### src/design/pipe_ctrl_defs.svh
/*
 * Global sizes, reset values and CSR map of the pipeline control block.
 * Include wherever a width, reset value or CSR address is needed.
 */
`ifndef PIPE_CTRL_DEFS_SVH
`define PIPE_CTRL_DEFS_SVH

`define XLEN        32            // data and address width.
`define RESET_PC    32'h0000_0200 // first fetch after reset.
`define MTVEC_RESET 32'h0000_0100 // trap vector until software moves it.

// apb byte addresses of the machine csrs.
`define CSR_MSTATUS 32'h0000_0000
`define CSR_MIE     32'h0000_0004
`define CSR_MTVEC   32'h0000_0008
`define CSR_MEPC    32'h0000_000C // read only from apb.
`define CSR_MCAUSE  32'h0000_0010 // read only from apb.
`define CSR_MTVAL   32'h0000_0014 // read only from apb.

`endif

### src/design/pipe_ctrl_pkg.sv
/*
 * Shared types of the pipeline control block.
 * Refer to them by scoped name, pipe_ctrl_pkg::name.
 */
`default_nettype none
`include "pipe_ctrl_defs.svh"

package pipe_ctrl_pkg;

  // status flags from the datapath.
  typedef struct packed {
    logic dren;
    logic dwen;
    logic jump;
    logic branch;
    logic mispredict;
    logic i_mem_busy;
    logic d_mem_busy;
    logic halt;
    logic ret;
  } pipe_status_t;

  // fetch stage faults first, then execute stage.
  typedef struct packed {
    logic fault_insn;
    logic mal_insn;
    logic illegal_insn;
    logic fault_l;
    logic mal_l;
    logic fault_s;
    logic mal_s;
    logic breakpoint;
    logic env_m;
  } exc_flags_t;

  typedef struct packed {
    logic pc_en;
    logic npc_sel;
    logic if_ex_flush;
    logic if_ex_stall;
    logic iren;
    logic wb_enable;
  } hazard_ctrl_t;

  // hazard unit to trap unit.
  typedef struct packed {
    logic             take_exc;
    logic             take_intr;
    logic             ret;
    exc_flags_t       exc;
    logic [`XLEN-1:0] epc;
    logic [`XLEN-1:0] badaddr;
  } trap_req_t;

  // trap unit back to hazard unit and fetch.
  typedef struct packed {
    logic             insert_pc;
    logic [`XLEN-1:0] priv_pc;
    logic             intr_pending;
    logic             busy;
  } redirect_t;

  typedef enum logic [31:0] {
    CAUSE_MAL_INSN   = 32'd0,
    CAUSE_FAULT_INSN = 32'd1,
    CAUSE_ILLEGAL    = 32'd2,
    CAUSE_BREAKPOINT = 32'd3,
    CAUSE_MAL_L      = 32'd4,
    CAUSE_FAULT_L    = 32'd5,
    CAUSE_MAL_S      = 32'd6,
    CAUSE_FAULT_S    = 32'd7,
    CAUSE_ENV_M      = 32'd11,
    CAUSE_M_EXT_INTR = 32'h8000_000B // interrupt bit set.
  } cause_e;

  typedef struct packed {
    logic             psel;
    logic             penable;
    logic             pwrite;
    logic [`XLEN-1:0] paddr;
    logic [`XLEN-1:0] pwdata;
  } apb_req_t;

  typedef struct packed {
    logic [`XLEN-1:0] prdata;
    logic             pready;
    logic             pslverr;
  } apb_rsp_t;

endpackage

`default_nettype wire

### src/design/hazard_unit.sv
/*
 * Hazard unit of the two stage pipeline.
 * Turns datapath status, exceptions and trap redirects into stall, flush,
 * pc enable and next pc select, and forwards trap requests to the trap unit.
 * Purely combinational; the clock only samples an assertion.
 */
`timescale 1ns/1ps
`default_nettype none
`include "pipe_ctrl_defs.svh"

module hazard_unit (
  input  logic                        clk,
  input  logic                        reset,
  input  pipe_ctrl_pkg::pipe_status_t status,
  input  pipe_ctrl_pkg::exc_flags_t   exc,
  input  pipe_ctrl_pkg::redirect_t    redirect,
  input  logic                        token_ex,
  input  logic [`XLEN-1:0]            epc_f,
  input  logic [`XLEN-1:0]            epc_e,
  input  logic [`XLEN-1:0]            badaddr_f,
  input  logic [`XLEN-1:0]            badaddr_e,
  output pipe_ctrl_pkg::hazard_ctrl_t ctrl,
  output pipe_ctrl_pkg::trap_req_t    trap_req
);

  logic dmem_access;
  logic branch_jump;
  logic wait_for_imem;
  logic wait_for_dmem;
  logic e_ex_stage;      // execute stage exception.
  logic e_f_stage;       // fetch stage exception.
  logic intr;
  logic ex_flush_hazard;
  logic iren;
  logic base_stall;

  assign dmem_access   = status.dren | status.dwen;
  assign branch_jump   = status.jump | (status.branch & status.mispredict);
  assign iren          = ~intr; // no fetch request while taking an interrupt.
  assign wait_for_imem = iren & status.i_mem_busy;
  assign wait_for_dmem = dmem_access & status.d_mem_busy;

  // execute faults only count with a live instruction in execute.
  assign e_ex_stage = token_ex & (exc.illegal_insn | exc.fault_l | exc.mal_l |
                                  exc.fault_s | exc.mal_s | exc.breakpoint | exc.env_m);
  assign e_f_stage  = exc.fault_insn | exc.mal_insn;
  assign intr       = ~e_ex_stage & ~e_f_stage & redirect.intr_pending; // exceptions first.

  // a pending load or store holds off every trap.
  assign ex_flush_hazard = ((intr | e_f_stage | e_ex_stage) & ~wait_for_dmem) | status.ret;
  assign base_stall      = wait_for_dmem | (wait_for_imem & ~dmem_access) | status.halt;

  always_comb begin
    ctrl.npc_sel     = branch_jump;
    ctrl.pc_en       = (~wait_for_dmem & ~wait_for_imem & ~status.halt & ~ex_flush_hazard) |
                       branch_jump | redirect.insert_pc | status.ret;
    ctrl.if_ex_flush = ex_flush_hazard | branch_jump |
                       (wait_for_imem & dmem_access & ~status.d_mem_busy); // data done, drop fetch.
    ctrl.if_ex_stall = base_stall & ~ex_flush_hazard;
    ctrl.iren        = iren;
    ctrl.wb_enable   = ~ctrl.if_ex_stall | status.jump | status.branch; // two stages only.
  end

  // trap notification.
  always_comb begin
    trap_req.take_exc  = (e_ex_stage | e_f_stage) & ~wait_for_dmem;
    trap_req.take_intr = intr & ~wait_for_dmem;
    trap_req.ret       = status.ret;
    trap_req.exc       = exc;
    trap_req.epc       = e_ex_stage ? epc_e : epc_f; // fetch pc for fetch faults and irqs.
    trap_req.badaddr   = (exc.mal_insn | exc.fault_insn) ? badaddr_f : badaddr_e;
  end

  // a redirect and a hold must never meet on an enabled pc.
  a_no_branch_on_stall : assert property (@(posedge clk) disable iff (reset)
    ctrl.pc_en |-> !(ctrl.npc_sel && ctrl.if_ex_stall));

endmodule

`default_nettype wire

### src/design/fetch_pc.sv
/*
 * Fetch stage pc and the fetch to execute latch.
 * Next pc priority: trap redirect, branch target, pc + 4.
 * The latch carries the fetch pc and a valid token into execute.
 */
`timescale 1ns/1ps
`default_nettype none
`include "pipe_ctrl_defs.svh"

module fetch_pc (
  input  logic                        clk,
  input  logic                        reset,
  input  pipe_ctrl_pkg::hazard_ctrl_t ctrl,
  input  pipe_ctrl_pkg::redirect_t    redirect,
  input  logic [`XLEN-1:0]            branch_target,
  output logic [`XLEN-1:0]            pc,
  output logic [`XLEN-1:0]            epc_e,
  output logic                        token_ex
);

  logic [`XLEN-1:0] npc;
  logic             latch_en;

  // three way next pc mux.
  always_comb begin
    if (redirect.insert_pc) begin
      npc = redirect.priv_pc;  // trap vector or mepc.
    end else if (ctrl.npc_sel) begin
      npc = branch_target;
    end else begin
      npc = pc + `XLEN'd4;     // sequential.
    end
  end

  always_ff @(posedge clk) begin
    if (reset) begin
      pc <= `RESET_PC;
    end else if (ctrl.pc_en) begin
      pc <= npc;
    end
  end

  assign latch_en = ~ctrl.if_ex_stall & ~ctrl.if_ex_flush;

  // token says execute holds a real instruction.
  always_ff @(posedge clk) begin
    if (reset) begin
      token_ex <= 1'b0;
    end else if (ctrl.if_ex_flush) begin
      token_ex <= 1'b0;       // bubble into execute.
    end else if (!ctrl.if_ex_stall) begin
      token_ex <= 1'b1;
    end
  end

  // pc of the instruction in execute, meaningful only with the token.
  always_ff @(posedge clk) begin
    if (latch_en) begin
      epc_e <= pc;
    end
  end

  // fetch addresses are always whole words.
  a_pc_aligned : assert property (@(posedge clk) disable iff (reset)
    pc[1:0] == 2'b00);

endmodule

`default_nettype wire

### src/design/trap_unit.sv
/*
 * Machine mode trap unit.
 * Gates the external interrupt, picks the trap cause, records mepc,
 * mcause and mtval, and redirects fetch for one cycle after a trap or
 * a return. The csr block holds the enables and reads the record back.
 */
`timescale 1ns/1ps
`default_nettype none
`include "pipe_ctrl_defs.svh"

module trap_unit (
  input  logic                     clk,
  input  logic                     reset,
  input  pipe_ctrl_pkg::trap_req_t trap_req,
  input  logic                     irq,
  input  logic [`XLEN-1:0]         mtvec,
  input  logic                     mstatus_mie,
  input  logic                     mie_meie,
  output pipe_ctrl_pkg::redirect_t redirect,
  output logic [`XLEN-1:0]         mepc,
  output logic [`XLEN-1:0]         mcause,
  output logic [`XLEN-1:0]         mtval,
  output logic                     mstatus_upd,
  output logic                     mstatus_mie_next
);

  pipe_ctrl_pkg::cause_e cause;
  logic                  insert_q;  // redirect cycle, doubles as busy.
  logic [`XLEN-1:0]      priv_pc_q;
  logic                  mpie;      // previous interrupt enable.
  logic                  trap;
  logic                  accept;

  assign trap   = ~insert_q & (trap_req.take_exc | trap_req.take_intr);
  assign accept = trap | (~insert_q & trap_req.ret); // nothing new while busy.

  // fixed exception priority, interrupt last.
  always_comb begin
    if (!trap_req.take_exc)         cause = pipe_ctrl_pkg::CAUSE_M_EXT_INTR;
    else if (trap_req.exc.fault_insn)   cause = pipe_ctrl_pkg::CAUSE_FAULT_INSN;
    else if (trap_req.exc.mal_insn)     cause = pipe_ctrl_pkg::CAUSE_MAL_INSN;
    else if (trap_req.exc.illegal_insn) cause = pipe_ctrl_pkg::CAUSE_ILLEGAL;
    else if (trap_req.exc.breakpoint)   cause = pipe_ctrl_pkg::CAUSE_BREAKPOINT;
    else if (trap_req.exc.env_m)        cause = pipe_ctrl_pkg::CAUSE_ENV_M;
    else if (trap_req.exc.mal_l)        cause = pipe_ctrl_pkg::CAUSE_MAL_L;
    else if (trap_req.exc.fault_l)      cause = pipe_ctrl_pkg::CAUSE_FAULT_L;
    else if (trap_req.exc.mal_s)        cause = pipe_ctrl_pkg::CAUSE_MAL_S;
    else                                cause = pipe_ctrl_pkg::CAUSE_FAULT_S;
  end

  always_ff @(posedge clk) begin
    if (reset) begin
      insert_q <= 1'b0;
      mpie     <= 1'b0;
      mepc     <= '0;
      mcause   <= '0;
      mtval    <= '0;
    end else begin
      insert_q <= accept; // one cycle pulse.
      if (trap) begin
        mpie   <= mstatus_mie;      // stash the global enable.
        mepc   <= trap_req.epc;
        mcause <= cause;
        mtval  <= trap_req.take_exc ? trap_req.badaddr : '0;
      end else if (accept) begin
        mpie   <= 1'b1;             // return re-arms the stash.
      end
    end
  end

  // redirect target, only looked at while insert_q is high.
  always_ff @(posedge clk) begin
    if (accept) begin
      priv_pc_q <= trap ? mtvec : mepc;
    end
  end

  assign mstatus_upd      = accept;
  assign mstatus_mie_next = trap ? 1'b0 : mpie; // clear on trap, restore on ret.

  always_comb begin
    redirect.insert_pc    = insert_q;
    redirect.priv_pc      = priv_pc_q;
    redirect.intr_pending = irq & mie_meie & mstatus_mie;
    redirect.busy         = insert_q;
  end

  // a redirect always lands on a whole word.
  a_redirect_aligned : assert property (@(posedge clk) disable iff (reset)
    redirect.insert_pc |-> redirect.priv_pc[1:0] == 2'b00);

endmodule

`default_nettype wire

### src/design/csr_apb.sv
/*
 * Machine csrs behind a zero wait APB slave.
 * mtvec, mie and mstatus are writable, the trap record is read only.
 * Response is registered in the setup phase and valid in the access phase.
 */
`timescale 1ns/1ps
`default_nettype none
`include "pipe_ctrl_defs.svh"

module csr_apb (
  input  logic                    clk,
  input  logic                    reset,
  input  pipe_ctrl_pkg::apb_req_t apb_req,
  output pipe_ctrl_pkg::apb_rsp_t apb_rsp,
  input  logic [`XLEN-1:0]        mepc,
  input  logic [`XLEN-1:0]        mcause,
  input  logic [`XLEN-1:0]        mtval,
  input  logic                    mstatus_upd,
  input  logic                    mstatus_mie_next,
  output logic [`XLEN-1:0]        mtvec,
  output logic                    mstatus_mie,
  output logic                    mie_meie
);

  logic [`XLEN-1:0] rdata;
  logic             hit;     // address decodes.
  logic             ro;      // trap record, no writes.
  logic             err;
  logic             setup;
  logic             wr;

  always_comb begin
    hit = 1'b1;
    ro  = 1'b0;
    case (apb_req.paddr)
      `CSR_MSTATUS: rdata = {{(`XLEN-4){1'b0}}, mstatus_mie, 3'b000}; // mie at bit 3.
      `CSR_MIE:     rdata = {{(`XLEN-12){1'b0}}, mie_meie, 11'd0};    // meie at bit 11.
      `CSR_MTVEC:   rdata = mtvec;
      `CSR_MEPC:    begin rdata = mepc;   ro = 1'b1; end
      `CSR_MCAUSE:  begin rdata = mcause; ro = 1'b1; end
      `CSR_MTVAL:   begin rdata = mtval;  ro = 1'b1; end
      default:      begin rdata = '0;     hit = 1'b0; end
    endcase
  end

  assign err   = ~hit | (ro & apb_req.pwrite);
  assign setup = apb_req.psel & ~apb_req.penable;
  assign wr    = apb_req.psel & apb_req.penable & apb_req.pwrite & ~err;

  always_ff @(posedge clk) begin
    if (reset) begin
      apb_rsp.pready  <= 1'b0;
      apb_rsp.pslverr <= 1'b0;
      mtvec           <= `MTVEC_RESET;
      mstatus_mie     <= 1'b0;
      mie_meie        <= 1'b0;
    end else begin
      apb_rsp.pready  <= setup;        // high for exactly the access phase.
      apb_rsp.pslverr <= setup & err;
      if (wr && apb_req.paddr == `CSR_MTVEC) mtvec <= {apb_req.pwdata[`XLEN-1:2], 2'b00};
      if (wr && apb_req.paddr == `CSR_MIE)   mie_meie <= apb_req.pwdata[11];
      if (mstatus_upd) begin
        mstatus_mie <= mstatus_mie_next; // hardware wins over software.
      end else if (wr && apb_req.paddr == `CSR_MSTATUS) begin
        mstatus_mie <= apb_req.pwdata[3];
      end
    end
  end

  // read data sampled with the setup phase.
  always_ff @(posedge clk) begin
    if (setup) apb_rsp.prdata <= rdata;
  end

  a_penable_psel : assert property (@(posedge clk) disable iff (reset)
    apb_req.penable |-> apb_req.psel);

endmodule

`default_nettype wire

### src/design/pipe_ctrl_top.sv
/*
 * Top of the pipeline control block.
 * Connects hazard unit, fetch pc, trap unit and the APB csr block.
 * The datapath drives status and exceptions and consumes pc and ctrl.
 */
`timescale 1ns/1ps
`default_nettype none
`include "pipe_ctrl_defs.svh"

module pipe_ctrl_top (
  input  logic                        clk,
  input  logic                        reset,
  input  pipe_ctrl_pkg::pipe_status_t status,
  input  pipe_ctrl_pkg::exc_flags_t   exc,
  input  logic [`XLEN-1:0]            branch_target,
  input  logic [`XLEN-1:0]            badaddr_f,
  input  logic [`XLEN-1:0]            badaddr_e,
  input  logic                        irq,
  input  pipe_ctrl_pkg::apb_req_t     apb_req,
  output pipe_ctrl_pkg::apb_rsp_t     apb_rsp,
  output logic [`XLEN-1:0]            pc,
  output pipe_ctrl_pkg::hazard_ctrl_t ctrl
);

  pipe_ctrl_pkg::redirect_t redirect;
  pipe_ctrl_pkg::trap_req_t trap_req;
  logic                     token_ex;
  logic [`XLEN-1:0]         epc_e;
  logic [`XLEN-1:0]         mtvec, mepc, mcause, mtval;
  logic                     mstatus_mie, mie_meie;
  logic                     mstatus_upd, mstatus_mie_next;

  hazard_unit u_hazard (.clk, .reset, .status, .exc, .redirect, .token_ex,
                        .epc_f(pc), .epc_e, .badaddr_f, .badaddr_e, .ctrl, .trap_req);

  fetch_pc u_fetch (.clk, .reset, .ctrl, .redirect, .branch_target, .pc, .epc_e, .token_ex);

  trap_unit u_trap (.clk, .reset, .trap_req, .irq, .mtvec, .mstatus_mie, .mie_meie,
                    .redirect, .mepc, .mcause, .mtval, .mstatus_upd, .mstatus_mie_next);

  csr_apb u_csr (.clk, .reset, .apb_req, .apb_rsp, .mepc, .mcause, .mtval,
                 .mstatus_upd, .mstatus_mie_next, .mtvec, .mstatus_mie, .mie_meie);

endmodule

`default_nettype wire

### config.mk
export PLATFORM = sky130hd
export DESIGN_NAME = pipe_ctrl_top
export DESIGN_NICKNAME = d
export VERILOG_FILES = /design/src/design/pipe_ctrl_pkg.sv /design/src/design/hazard_unit.sv /design/src/design/fetch_pc.sv /design/src/design/trap_unit.sv /design/src/design/csr_apb.sv /design/src/design/pipe_ctrl_top.sv
export VERILOG_INCLUDE_DIRS = /design/src /design/src/design
export SDC_FILE = /design/constraint.sdc
export NUM_CORES = 1
export LEC_CHECK = 0
export BUFFER_PORTS_ARGS = -buffer_cell sky130_fd_sc_hd__buf_2
export CAP_MARGIN = 40
export CORE_ASPECT_RATIO = 0.9
export CORE_MARGIN = 5
export CORE_UTILIZATION = 49
export CTS_CLUSTER_SIZE = 30
export DETAILED_ROUTE_END_ITERATION = 6
export HOLD_SLACK_MARGIN = 0.08
export PLACE_DENSITY = 0.77
export SYNTH_ARGS = -nofsm -noshare
export SYNTH_HDL_FRONTEND = slang
export SYNTH_SLANG_ARGS = --single-unit
export TNS_END_PERCENT = 100
### constraint.sdc
create_clock -name clk -period 6.7 [get_ports clk]
set_input_delay 0.335 -clock clk [delete_from_list [all_inputs] [get_ports clk]]
set_output_delay 0.335 -clock clk [all_outputs]
set_load 0.005 [all_outputs]
==> flow_summary.json, run 1 <==
{
  "finalSetupViolCount": 0,
  "use_met2_pct": 42.75,
  "cp.required_ns": 7.14,
  "routabilityCongestion": 0.8869,
  "drv.max_cap_violation_count": 0,
  "post-route-drc-count": 0,
  "grt_pass1_wl_um": 52920,
  "grt_setup_unrepaired": "false",
  "tritoncts": "done",
  "ff_latch_area_sq_mm": 0.005647,
  "antenna_found_initial": 0,
  "clock-skew-final_ns": 0.01280,
  "ctsResizeCount": 0,
  "multi_input_area_sq_mm": 0.004956,
  "post_cts.repair.setup_buffers": 0,
  "grt_max_degree": 90,
  "transition_time_of_the_tightest_slew_check_pin_ns": 0.9276,
  "grt_usage_pct": 25.58,
  "nFillCells": 1896,
  "synth-compound-area-share_pct": 16.30,
  "nets": 1577,
  "row_count": 52,
  "synth_top_family_by_area": "simple AND/OR/NAND/NOR gates",
  "synth.cell_area_sq_mm": 0.01097,
  "worstPathArrival_ns": 3.28,
  "via_count_of_the_first_global_routing_pass": 9668,
  "final.min_clock_period_ns": 2.832,
  "synth_seq_cells": 234,
  "place_inst": 1640,
  "antennaDiodeCount": 0,
  "outcome": "completed",
  "finalWirelength_um": 34370,
  "timing.critical_path.to_type": "flop",
  "h-tree-depth": 1,
  "critPathLaunchType": "flop",
  "synth_fa_ha_area_share_pct": 0.1141,
  "worst_setup_hold_path_clk_slew_ns": 0.06,
  "grt_remaining_overflow": 0,
  "ctsLongestPathBuffers": 3,
  "synth-xor-area-share_pct": 0.4792,
  "ys_types": 69,
  "initial_utilization_pct": 49.29,
  "synth_top_flop_cell": "sky130_fd_sc_hd__dfxtp_1",
  "wl_per_cell_um": 20.13,
  "worst_ir_drop_vdd_mv": 0.1881,
  "layout-drive-gt1-share_pct": 25.18,
  "die_height_um": 151.9,
  "placement.io_buffers": 253,
  "ant_nets": 0,
  "cts_buffers": 24,
  "layout-area-overhead-vs-synth_pct": 24.51,
  "period_share_pct": 42.27,
  "clock_insertion_delay_worst_skew_ns": 0.52,
  "detailedRoute.firstIterationViolations": 1003,
  "grt_use_met1_pct": 34.81,
  "cellPowerDensity_mw_per_mm2": 263.1,
  "final_cells": 1707,
  "finalHoldViolations": 0,
  "fin_setup_tns_ns": 0,
  "post_drt_via_cell_ratio": 5.862,
  "timing.slew.headroom_pct": 38.16,
  "design.core.area_sq_mm": 0.02225,
  "final_core_utilization_pct": 61.36,
  "cts_root_buf": "sky130_fd_sc_hd__clkbuf_16",
  "timing.critical_path.fanout_max": 12,
  "vias": 10010,
  "fraction_of_met3_tracks_used_by_global_routing_pct": 3.455,
  "power.leakage_nw": 5.413,
  "min_path_type": "in2reg",
  "synth_edf_count": 96,
  "syn_avg_cell_area_sq_um": 9.520,
  "yosysSeqAreaShare_pct": 51.48,
  "dp_hpwl_um": 22890,
  "grt_most_used_layer": "met2",
  "total_count_of_max_transition_violations_in_the_final_report": 0,
  "dieArea_sq_mm": 0.02548,
  "yosys.area_share.simple_pct": 18.90,
  "dr.pass1.iters": 5,
  "io_pins": 256,
  "async_reset_ff_share_pct": 0,
  "clock.fmax_mhz": 353.1,
  "category_of_the_most_critical_setup_path": "reg2reg",
  "number_of_nets_in_the_synthesized_netlist": 1337,
  "chipWidth_um": 167.7,
  "synth_mux_area_share_pct": 8.831,
  "yosysWarningCount": 0,
  "postSynthCellCount": 1152,
  "cts.hold.buffers_added": 23,
  "clock-sinks": 234
}
==> per-stage QoR <==
step	total power [mW]	setup WS (ns)	hold slack, ns	cell area [sq um]
global route	3.720	3.713	0.1088	13650
detailed placement	2.095	3.520	0.4596	12520
floorplan	1.906	1.419	0.4338	10970
CTS	3.600	3.896	0.08287	13650
global placement	2.077	3.527	0.4499	12470
finish	3.592	3.868	0.08399	13650
==> worst max-delay path: stages (launching register included) <==
cell and delay [ns]:
sky130_fd_sc_hd__dfxtp_1 0.52, sky130_fd_sc_hd__ha_1 0.32, sky130_fd_sc_hd__nand2_1 0.17, sky130_fd_sc_hd__or4_1 0.79, sky130_fd_sc_hd__or4_4 0.60, sky130_fd_sc_hd__o31a_1 0.24
sky130_fd_sc_hd__o21ai_1 0.12
==> kinds of logic after synthesis <==
group	Yosys count
multiplexers	96
buffers and inverters	106
AND/OR/NAND/NOR	455
flip-flops	234
XOR/XNOR	6
adder cells (fa/ha/maj)	1
AO/OA/AOI/OAI	254
==> final cells by class <==
cell class / instances / share of cell area [%]
sequential: 234 / 41.35
multi-input combinational: 812 / 36.30
timing repair buffer: 302 / 12.51
clock buffer: 32 / 5.214
tap: 297 / 2.722
clock inverter: 12 / 1.411
inverter: 18 / 0.4948
==> placed cells by master, fill, tap and decap left out, types with 5 or more instances in the layout <==
cell type / Yosys / routed
sky130_fd_sc_hd__buf_2: 17 / 254
sky130_fd_sc_hd__nand2_1: 200 / 200
sky130_fd_sc_hd__dfxtp_1: 138 / 137
sky130_fd_sc_hd__nor2_1: 105 / 104
sky130_fd_sc_hd__edfxtp_1: 96 / 96
sky130_fd_sc_hd__mux2i_1: 90 / 90
sky130_fd_sc_hd__nand3_1: 51 / 51
sky130_fd_sc_hd__a211oi_1: 47 / 47
sky130_fd_sc_hd__a21oi_1: 41 / 40
sky130_fd_sc_hd__o31ai_1: 39 / 39
sky130_fd_sc_hd__a22oi_1: 30 / 30
sky130_fd_sc_hd__o21ai_0: 28 / 28
sky130_fd_sc_hd__clkbuf_16: 0 / 25
sky130_fd_sc_hd__dlygate4sd3_1: 0 / 23
sky130_fd_sc_hd__buf_4: 2 / 22
sky130_fd_sc_hd__nor3_1: 22 / 20
sky130_fd_sc_hd__inv_1: 17 / 17
sky130_fd_sc_hd__nor4_1: 14 / 13
sky130_fd_sc_hd__or4_1: 10 / 10
sky130_fd_sc_hd__a31oi_1: 8 / 8
sky130_fd_sc_hd__a221oi_1: 7 / 7
sky130_fd_sc_hd__o211ai_1: 6 / 6
sky130_fd_sc_hd__and2_1: 6 / 6
sky130_fd_sc_hd__o21a_1: 8 / 6
sky130_fd_sc_hd__mux2_2: 6 / 6
sky130_fd_sc_hd__nor3b_1: 6 / 6
sky130_fd_sc_hd__clkbuf_8: 0 / 6
sky130_fd_sc_hd__nor4b_1: 5 / 5
sky130_fd_sc_hd__nand4_1: 5 / 5
sky130_fd_sc_hd__bufinv_16: 0 / 5
==> per-layer routing <==
layer | routed length, um | part of all wire (%) | vias up
li1 | - | - | 4726
met1 | 14050 | 41 | 4741
met2 | 16580 | 48 | 469
met3 | 2668 | 7.8 | 71
met4 | 1071 | 3.1 | 0
met5 | 0 | 0 | -
==> Yosys cell counts, types with 3 or more instances <==
library cell	n	share of area (%)
sky130_fd_sc_hd__dfxtp_1	138	25
sky130_fd_sc_hd__o41ai_1	3	0.24
sky130_fd_sc_hd__o211ai_1	6	0.41
sky130_fd_sc_hd__o31ai_1	39	2.7
sky130_fd_sc_hd__o221a_2	3	0.31
sky130_fd_sc_hd__nand4_1	5	0.29
sky130_fd_sc_hd__nand2_1	200	6.8
sky130_fd_sc_hd__a211oi_1	47	3.2
sky130_fd_sc_hd__clkbuf_1	61	2.1
sky130_fd_sc_hd__inv_1	17	0.58
sky130_fd_sc_hd__xor2_1	4	0.32
sky130_fd_sc_hd__nand3_1	51	2.3
sky130_fd_sc_hd__o21ai_0	28	1.3
sky130_fd_sc_hd__nor4_1	14	0.80
sky130_fd_sc_hd__a31oi_1	8	0.46
sky130_fd_sc_hd__mux2i_1	90	8.2
sky130_fd_sc_hd__o21a_1	8	0.55
sky130_fd_sc_hd__a22oi_1	30	2.1
sky130_fd_sc_hd__a311oi_1	4	0.32
sky130_fd_sc_hd__or4_1	10	0.68
sky130_fd_sc_hd__or2_2	3	0.17
sky130_fd_sc_hd__nor3_1	22	1.0
sky130_fd_sc_hd__edfxtp_1	96	26
sky130_fd_sc_hd__nor2_1	105	3.6
sky130_fd_sc_hd__nor3b_1	6	0.41
sky130_fd_sc_hd__or3_1	4	0.23
sky130_fd_sc_hd__nor2b_1	4	0.23
sky130_fd_sc_hd__and3_1	4	0.23
sky130_fd_sc_hd__nor4b_1	5	0.40
sky130_fd_sc_hd__buf_2	17	0.78
sky130_fd_sc_hd__a221oi_1	7	0.56
sky130_fd_sc_hd__and2_1	6	0.34
sky130_fd_sc_hd__buf_1	8	0.27
sky130_fd_sc_hd__a21oi_1	41	1.9
sky130_fd_sc_hd__mux2_2	6	0.62
sky130_fd_sc_hd__a211o_1	3	0.24
==> flip-flops by register name (all words and copies together) (netlist names) <==
register and cells:
u_trap.mepc 32, u_fetch.token_ex 1, u_fetch.pc 32, u_fetch.epc_e 32
u_csr.apb_rsp 34, u_csr.mie_meie 1, u_trap.mcause 5, u_trap.insert_q 1
u_csr.mstatus_mie 1, u_csr.mtvec 30, u_trap.mtval 32, u_trap.priv_pc_q 32
u_trap.mpie 1
==> worst paths after layout <==
path | start | endpoint | slack (ns) | depth (start not counted)
setup / recovery | u_fetch.pc[2] | u_fetch.pc[28] | 3.87 | 6
hold / removal | apb_req[24] | u_csr.mtvec[24] | 0.08 | 3
setup reg to reg | u_fetch.pc[2] | u_fetch.pc[28] | 3.87 | 6
hold reg to reg | u_trap.mtval[30] | u_trap.mtval[30] | 0.47 | 2
==> power breakdown <==
| part | leakage, nW | internal (mW) | switching (mW) | total, mW |
|---|---|---|---|---|
| logic | 2.90 | 0.172 | 0.249 | 0.421 |
| clock network | 0.441 | 0.939 | 0.571 | 1.51 |
| registers | 2.07 | 1.58 | 0.0792 | 1.66 |
| total | 5.41 | 2.69 | 0.899 | 3.59 |
No activity file was read; power rests on OpenSTA's default activity.
==> run 2: changes to the inputs <==
--- a/config.mk
+++ b/config.mk
@@ -10,11 +10,11 @@
 export CAP_MARGIN = 40
 export CORE_ASPECT_RATIO = 0.9
 export CORE_MARGIN = 5
-export CORE_UTILIZATION = 49
+export CORE_UTILIZATION = 54
 export CTS_CLUSTER_SIZE = 30
 export DETAILED_ROUTE_END_ITERATION = 6
 export HOLD_SLACK_MARGIN = 0.08
-export PLACE_DENSITY = 0.77
+export PLACE_DENSITY = 0.8
 export SYNTH_ARGS = -nofsm -noshare
 export SYNTH_HDL_FRONTEND = slang
 export SYNTH_SLANG_ARGS = --single-unit
==> constraint.sdc (replaced) <==
create_clock -name clk -period 2.73 [get_ports clk]
set_input_delay 0.1365 -clock clk [delete_from_list [all_inputs] [get_ports clk]]
set_output_delay 0.1365 -clock clk [all_outputs]
set_load 0.005 [all_outputs]
==> flow_summary.json, run 2 (synthesis results as in run 1) <==
{
  "outcome": "completed",
  "regMostFlops": "u_csr.apb_rsp",
  "post_drt_via_cell_ratio": 6.000,
  "period_share_pct": 95.33,
  "total_count_of_max_transition_violations_in_the_final_report": 0,
  "grt_max_degree": 94,
  "dieArea_sq_mm": 0.02326,
  "post_cts.repair.setup_buffers": 0,
  "cellPowerDensity_mw_per_mm2": 611.1,
  "layout-drive-gt1-share_pct": 24.03,
  "grt_setup_unrepaired": "false",
  "h-tree-depth": 1,
  "reg2reg_depth": 6,
  "clock-sinks": 234,
  "met3_wirelength_um": 3118,
  "ant_nets": 0,
  "row_count": 49,
  "transition_time_of_the_tightest_slew_check_pin_ns": 0.7424,
  "cp.required_ns": 2.59,
  "post-route-drc-count": 0,
  "nFillCells": 1412,
  "worst_setup_hold_path_clk_slew_ns": 0.06,
  "routabilityCongestion": 0.8901,
  "antenna_found_initial": 1,
  "dr_wl_met2_um": 17670,
  "dpl-instance-area_sq_mm": 0.01266,
  "ctsLongestPathBuffers": 3,
  "cts.hold.buffers_added": 121,
  "layout-area-overhead-vs-synth_pct": 34.90,
  "timing.slew.headroom_pct": 50.05,
  "clock.fmax_mhz": 384.3,
  "timing.critical_path.fanout_max": 5,
  "nets": 1686,
  "wl_per_cell_um": 20.56,
  "critPathLaunchType": "input port",
  "worstPathArrival_ns": 2.47,
  "vias": 10650,
  "fin_setup_tns_ns": 0,
  "timing.hold.ws_ns": 0.09699,
  "dp_hpwl_um": 23070,
  "final_core_utilization_pct": 74.02,
  "cts_buffers": 24,
  "grt_pass1_wl_um": 57780,
  "hold_path_depth": 4,
  "initial_utilization_pct": 54.87,
  "grt_remaining_overflow": 0,
  "finalHoldViolations": 0,
  "worst_ir_drop_vdd_mv": 0.4185,
  "dp_worst_setup_slack_ns": 0.2125,
  "finalSetupViolCount": 0,
  "p_total_mw": 9.041,
  "finalWirelength_um": 36500,
  "layout_setup_ws_ns": 0.1275,
  "clock-skew-final_ns": 0.02108,
  "grt_usage_pct": 30.33,
  "ctsResizeCount": 0,
  "largest_register_ffs": 34,
  "cts_root_buf": "sky130_fd_sc_hd__clkbuf_16",
  "io_pins": 256,
  "via_count_of_the_first_global_routing_pass": 10750,
  "min_path_type": "in2reg",
  "timing.critical_path.to_type": "primary output",
  "die_height_um": 145.2,
  "tritoncts": "done",
  "final.min_clock_period_ns": 2.602,
  "dr.max_layer_used": "met4",
  "place_inst": 1609,
  "placement.io_buffers": 253,
  "most-common-layout-cells": "sky130_fd_sc_hd__buf_2 (253), sky130_fd_sc_hd__nand2_1 (200), sky130_fd_sc_hd__dfxtp_1 (137)",
  "power.leakage_nw": 5.935,
  "detailedRoute.firstIterationViolations": 1017,
  "detail_route.wirelength.met1_um": 14280,
  "final_cells": 1775,
  "finalInstanceArea_sq_mm": 0.01479,
  "clock_insertion_delay_worst_skew_ns": 0.52,
  "chipWidth_um": 160.2,
  "drv.max_cap_violation_count": 0,
  "mostFrequentLayoutCell": "sky130_fd_sc_hd__buf_2",
  "category_of_the_most_critical_setup_path": "in2out",
  "design.core.area_sq_mm": 0.01999,
  "dr.pass1.iters": 6
}
run 2: metal layers:
| metal | GRT usage [%] | up-vias |
|---|---|---|
| met5 | 0 | - |
| met3 | 4.736 | 88 |
| met4 | 11.10 | 0 |
| met2 | 51.10 | 579 |
| met1 | 39.77 | 5030 |
| li1 | - | 4953 |
run 2: final timing paths:
kind / from / end / slack, ns
worst max-delay path: exc[6] / ctrl[0] / 0.13
worst min-delay path: branch_target[2] / u_fetch.pc[2] / 0.1
worst max register to register: u_fetch.pc[3] / u_fetch.pc[28] / 0.22
worst min register to register: u_trap.mcause[1] / u_trap.mcause[1] / 0.46
run 2: where the power goes:
part / internal (mW) / switching, mW / total (mW)
sequential: 3.88 / 0.188 / 4.07
combinational: 0.560 / 0.659 / 1.22
clock: 2.35 / 1.40 / 3.75
run 2: cell type report:
type	count	area (sq um)	share of cell area (%)
Inverter	18	67.56	0.4567
Multi-Input combinational cell	812	4979	33.65
Clock buffer	34	732.0	4.948
Clock inverter	10	185.2	1.252
Sequential cell	234	5647	38.17
Timing Repair Buffer	411	2863	19.35
Tap cell	255	319.1	2.157
Antenna cell	1	2.502	0.01691
run 2: critical path, cell delays in order:
cell and delay [ns]:
sky130_fd_sc_hd__dlygate4sd3_1 0.53, sky130_fd_sc_hd__buf_2 0.13, sky130_fd_sc_hd__or3_1 0.48, sky130_fd_sc_hd__o21ai_4 0.19, sky130_fd_sc_hd__a31oi_1 0.11, sky130_fd_sc_hd__buf_4 0.16
sky130_fd_sc_hd__a211o_1 0.29, sky130_fd_sc_hd__or3_1 0.31, sky130_fd_sc_hd__buf_2 0.13
==> run 3: changes to the inputs <==
--- a/config.mk
+++ b/config.mk
@@ -6,15 +6,16 @@
 export SDC_FILE = /design/constraint.sdc
 export NUM_CORES = 1
 export LEC_CHECK = 0
+export ABC_AREA = 1
 export BUFFER_PORTS_ARGS = -buffer_cell sky130_fd_sc_hd__buf_2
 export CAP_MARGIN = 40
 export CORE_ASPECT_RATIO = 0.9
 export CORE_MARGIN = 5
-export CORE_UTILIZATION = 54
+export CORE_UTILIZATION = 55
 export CTS_CLUSTER_SIZE = 30
 export DETAILED_ROUTE_END_ITERATION = 6
 export HOLD_SLACK_MARGIN = 0.08
-export PLACE_DENSITY = 0.8
+export PLACE_DENSITY = 0.81
 export SYNTH_ARGS = -nofsm -noshare
 export SYNTH_HDL_FRONTEND = slang
 export SYNTH_SLANG_ARGS = --single-unit
==> flow_summary.json, run 3 <==
{
  "outcome": "completed",
  "antenna_found_initial": 2,
  "yosysMostFrequentCell": "sky130_fd_sc_hd__nand2_1",
  "grt_max_degree": 80,
  "finalHoldViolations": 0,
  "cts_root_buf": "sky130_fd_sc_hd__clkbuf_16",
  "power.leakage_nw": 6.361,
  "synth.cell_area_sq_mm": 0.01129,
  "worst_setup_hold_path_clk_slew_ns": 0.06,
  "wl_per_cell_um": 17.83,
  "category_of_the_most_critical_setup_path": "in2reg",
  "clock.fmax_mhz": 393.0,
  "grt_pass1_wl_um": 56710,
  "placement.io_buffers": 253,
  "final.min_clock_period_ns": 2.545,
  "synth_top_area_cell": "sky130_fd_sc_hd__edfxtp_1",
  "timing.slew.headroom_pct": 54.00,
  "fin_setup_tns_ns": 0,
  "leading_cell_types_by_count_after_synthesis": "sky130_fd_sc_hd__nand2_1 (420), sky130_fd_sc_hd__nor2_1 (161), sky130_fd_sc_hd__dfxtp_1 (138)",
  "via_count_of_the_first_global_routing_pass": 10920,
  "vias": 11160,
  "dp_hpwl_um": 23530,
  "yosysWarningCount": 0,
  "total_count_of_max_transition_violations_in_the_final_report": 0,
  "io_pins": 256,
  "ctsLongestPathBuffers": 3,
  "yosysSeqAreaShare_pct": 49.99,
  "largest_register_ffs": 34,
  "timing.critical_path.buf_inv": 5,
  "timing.critical_path.to_type": "flop",
  "dieArea_sq_mm": 0.02350,
  "postSynthCellCount": 1396,
  "cts_buffers": 24,
  "layout-drive-gt1-share_pct": 23.05,
  "critPathSlowestCell": "sky130_fd_sc_hd__dlygate4sd3_1",
  "initial_utilization_pct": 56.15,
  "post_cts.repair.setup_buffers": 0,
  "critPathTopFamily": "buffers and inverters",
  "nFillCells": 1475,
  "ant_nets": 0,
  "row_count": 49,
  "layout-area-overhead-vs-synth_pct": 31.76,
  "finalWirelength_um": 36070,
  "design.core.area_sq_mm": 0.02011,
  "grt_usage_pct": 29.65,
  "syn_avg_cell_area_sq_um": 8.089,
  "cp.required_ns": 3.13,
  "clock_insertion_delay_worst_skew_ns": 0.53,
  "routabilityCongestion": 0.8966,
  "chipWidth_um": 161.0,
  "netlist_top_cells_area": "sky130_fd_sc_hd__edfxtp_1 (26%), sky130_fd_sc_hd__dfxtp_1 (24%), sky130_fd_sc_hd__nand2_1 (14%)",
  "grt_setup_unrepaired": "false",
  "min_path_type": "in2reg",
  "most-common-layout-cells": "sky130_fd_sc_hd__nand2_1 (420), sky130_fd_sc_hd__buf_2 (253), sky130_fd_sc_hd__nor2_1 (158)",
  "clock-sinks": 234,
  "post-route-drc-count": 0,
  "post_drt_via_cell_ratio": 5.515,
  "ff_latch_area_sq_mm": 0.005645,
  "synth_edf_count": 96,
  "finalSetupViolCount": 0,
  "number_of_nets_in_the_synthesized_netlist": 1581,
  "nets": 1933,
  "detailedRoute.firstIterationViolations": 1145,
  "mostFrequentLayoutCell": "sky130_fd_sc_hd__nand2_1",
  "h-tree-depth": 1,
  "critPathLaunchType": "input port",
  "grt_remaining_overflow": 0,
  "timing.hold.ws_ns": 0.1059,
  "cellPowerDensity_mw_per_mm2": 575.8,
  "drv.max_cap_violation_count": 0,
  "async_reset_ff_share_pct": 0,
  "dr.pass1.iters": 5,
  "final_core_utilization_pct": 73.99,
  "clock-skew-final_ns": 0.02228,
  "transition_time_of_the_tightest_slew_check_pin_ns": 0.6890,
  "crit_chain": "dlygate4sd3_1 > buf_2 > inv_1 > nand2_1 > nor2_2 > nand3_1 > nand2_4 > nand3_1 > nand3_4 > inv_4 > o21ai_0 > a31oi_1 > dlygate4sd3_1",
  "synth_largest_type_area_fraction_pct": 25.53,
  "period_share_pct": 93.21,
  "timing.critical_path.slowest_cell_delay_ns": 0.58,
  "synth_top_flop_cell": "sky130_fd_sc_hd__dfxtp_1",
  "synth_seq_cells": 234,
  "final_cells": 2023,
  "worst_ir_drop_vdd_mv": 0.3841,
  "regMostFlops": "u_csr.apb_rsp",
  "multi_input_area_sq_mm": 0.004971,
  "tritoncts": "done",
  "timing.critical_path.fanout_max": 37,
  "worstPathArrival_ns": 2.95,
  "die_height_um": 145.9,
  "place_inst": 1849,
  "ys_types": 37
}
[run 3: cell types whose count changed after synthesis, moves of 14 or more]
cell                       delta
sky130_fd_sc_hd__mux2_2      +58
sky130_fd_sc_hd__a21oi_1     +76
sky130_fd_sc_hd__o31ai_1     -39
sky130_fd_sc_hd__o21ai_0     +44
sky130_fd_sc_hd__nand2_1    +220
sky130_fd_sc_hd__o211ai_1    +28
sky130_fd_sc_hd__a22oi_1     -30
sky130_fd_sc_hd__nor2_1      +56
sky130_fd_sc_hd__clkbuf_1    -24
sky130_fd_sc_hd__inv_1       +77
sky130_fd_sc_hd__mux2i_1     -90
sky130_fd_sc_hd__nor4_1      -14
sky130_fd_sc_hd__a211oi_1    -41
sky130_fd_sc_hd__nand3_1     -17
[run 3: area by class of cell]
cell class                      count  area share [%]
Antenna cell                        2         0.03364
Clock buffer                       33           4.676
Clock inverter                     11          0.8073
Inverter                           99           2.515
Multi-Input combinational cell    989           33.41
Sequential cell                   234           37.94
Tap cell                          255           2.144
Timing Repair Buffer              400           18.47
[run 3: where the power goes]
group	switching [mW]	internal, mW	leakage [nW]
logic	0.617	0.542	3.88
registers	0.185	3.85	2.07
clock network	1.39	1.98	0.407
total	2.19	6.38	6.36
[run 3: worst min-delay path, cell delays in order]
cell and delay [ns]:
sky130_fd_sc_hd__buf_2 0.08, sky130_fd_sc_hd__a21oi_1 0.06, sky130_fd_sc_hd__nand2_1 0.11, sky130_fd_sc_hd__nand2_1 0.07, sky130_fd_sc_hd__a21oi_1 0.12
[run 3: layer usage]
layer,track usage (%),wire (um),vias to the layer above
li1,-,-,5318
met1,40.98,15360,5170
met2,46.84,16240,599
met3,7.618,3700,70
met4,7.719,777,0
met5,0,0,-
[run 3: final timing paths]
| kind | startpoint | to | slack, ns | cells after the start |
|---|---|---|---|---|
| hold / removal | branch_target[27] | u_fetch.pc[27] | 0.11 | 5 |
| setup reg to reg | u_csr.mstatus_mie | u_trap.mcause[0] | 0.33 | 7 |
| hold reg to reg | u_trap.mcause[31] | u_trap.mcause[31] | 0.46 | 2 |
| setup / recovery | exc[0] | u_trap.mcause[0] | 0.19 | 13 |
[run 3: kinds of logic after synthesis]
family	synth area share [%]
buf+inv	6.482
flops	49.99
simple gates	23.96
fa+ha+maj	0.1108
mux	6.382
compound gates	11.68
xor+xnor	1.396
[run 3: timing repair]
item | CTS | global route
hold endpoints to repair | 94 | 0
setup endpoints to repair | 0 | 1
resized for setup | 0 | 3
hold buffers | 128 | 0
[run 3: metrics by stage]
step                cell area, sq um  setup slack, ns  total power, mW
floorplan                      11290           0.4507            4.630
global placement               12720           0.4294            5.031
detailed placement             12770           0.3299            5.069
CTS                            14870          0.04785            8.546
global route                   14880          0.05233            8.881
finish                         14880           0.1854            8.567
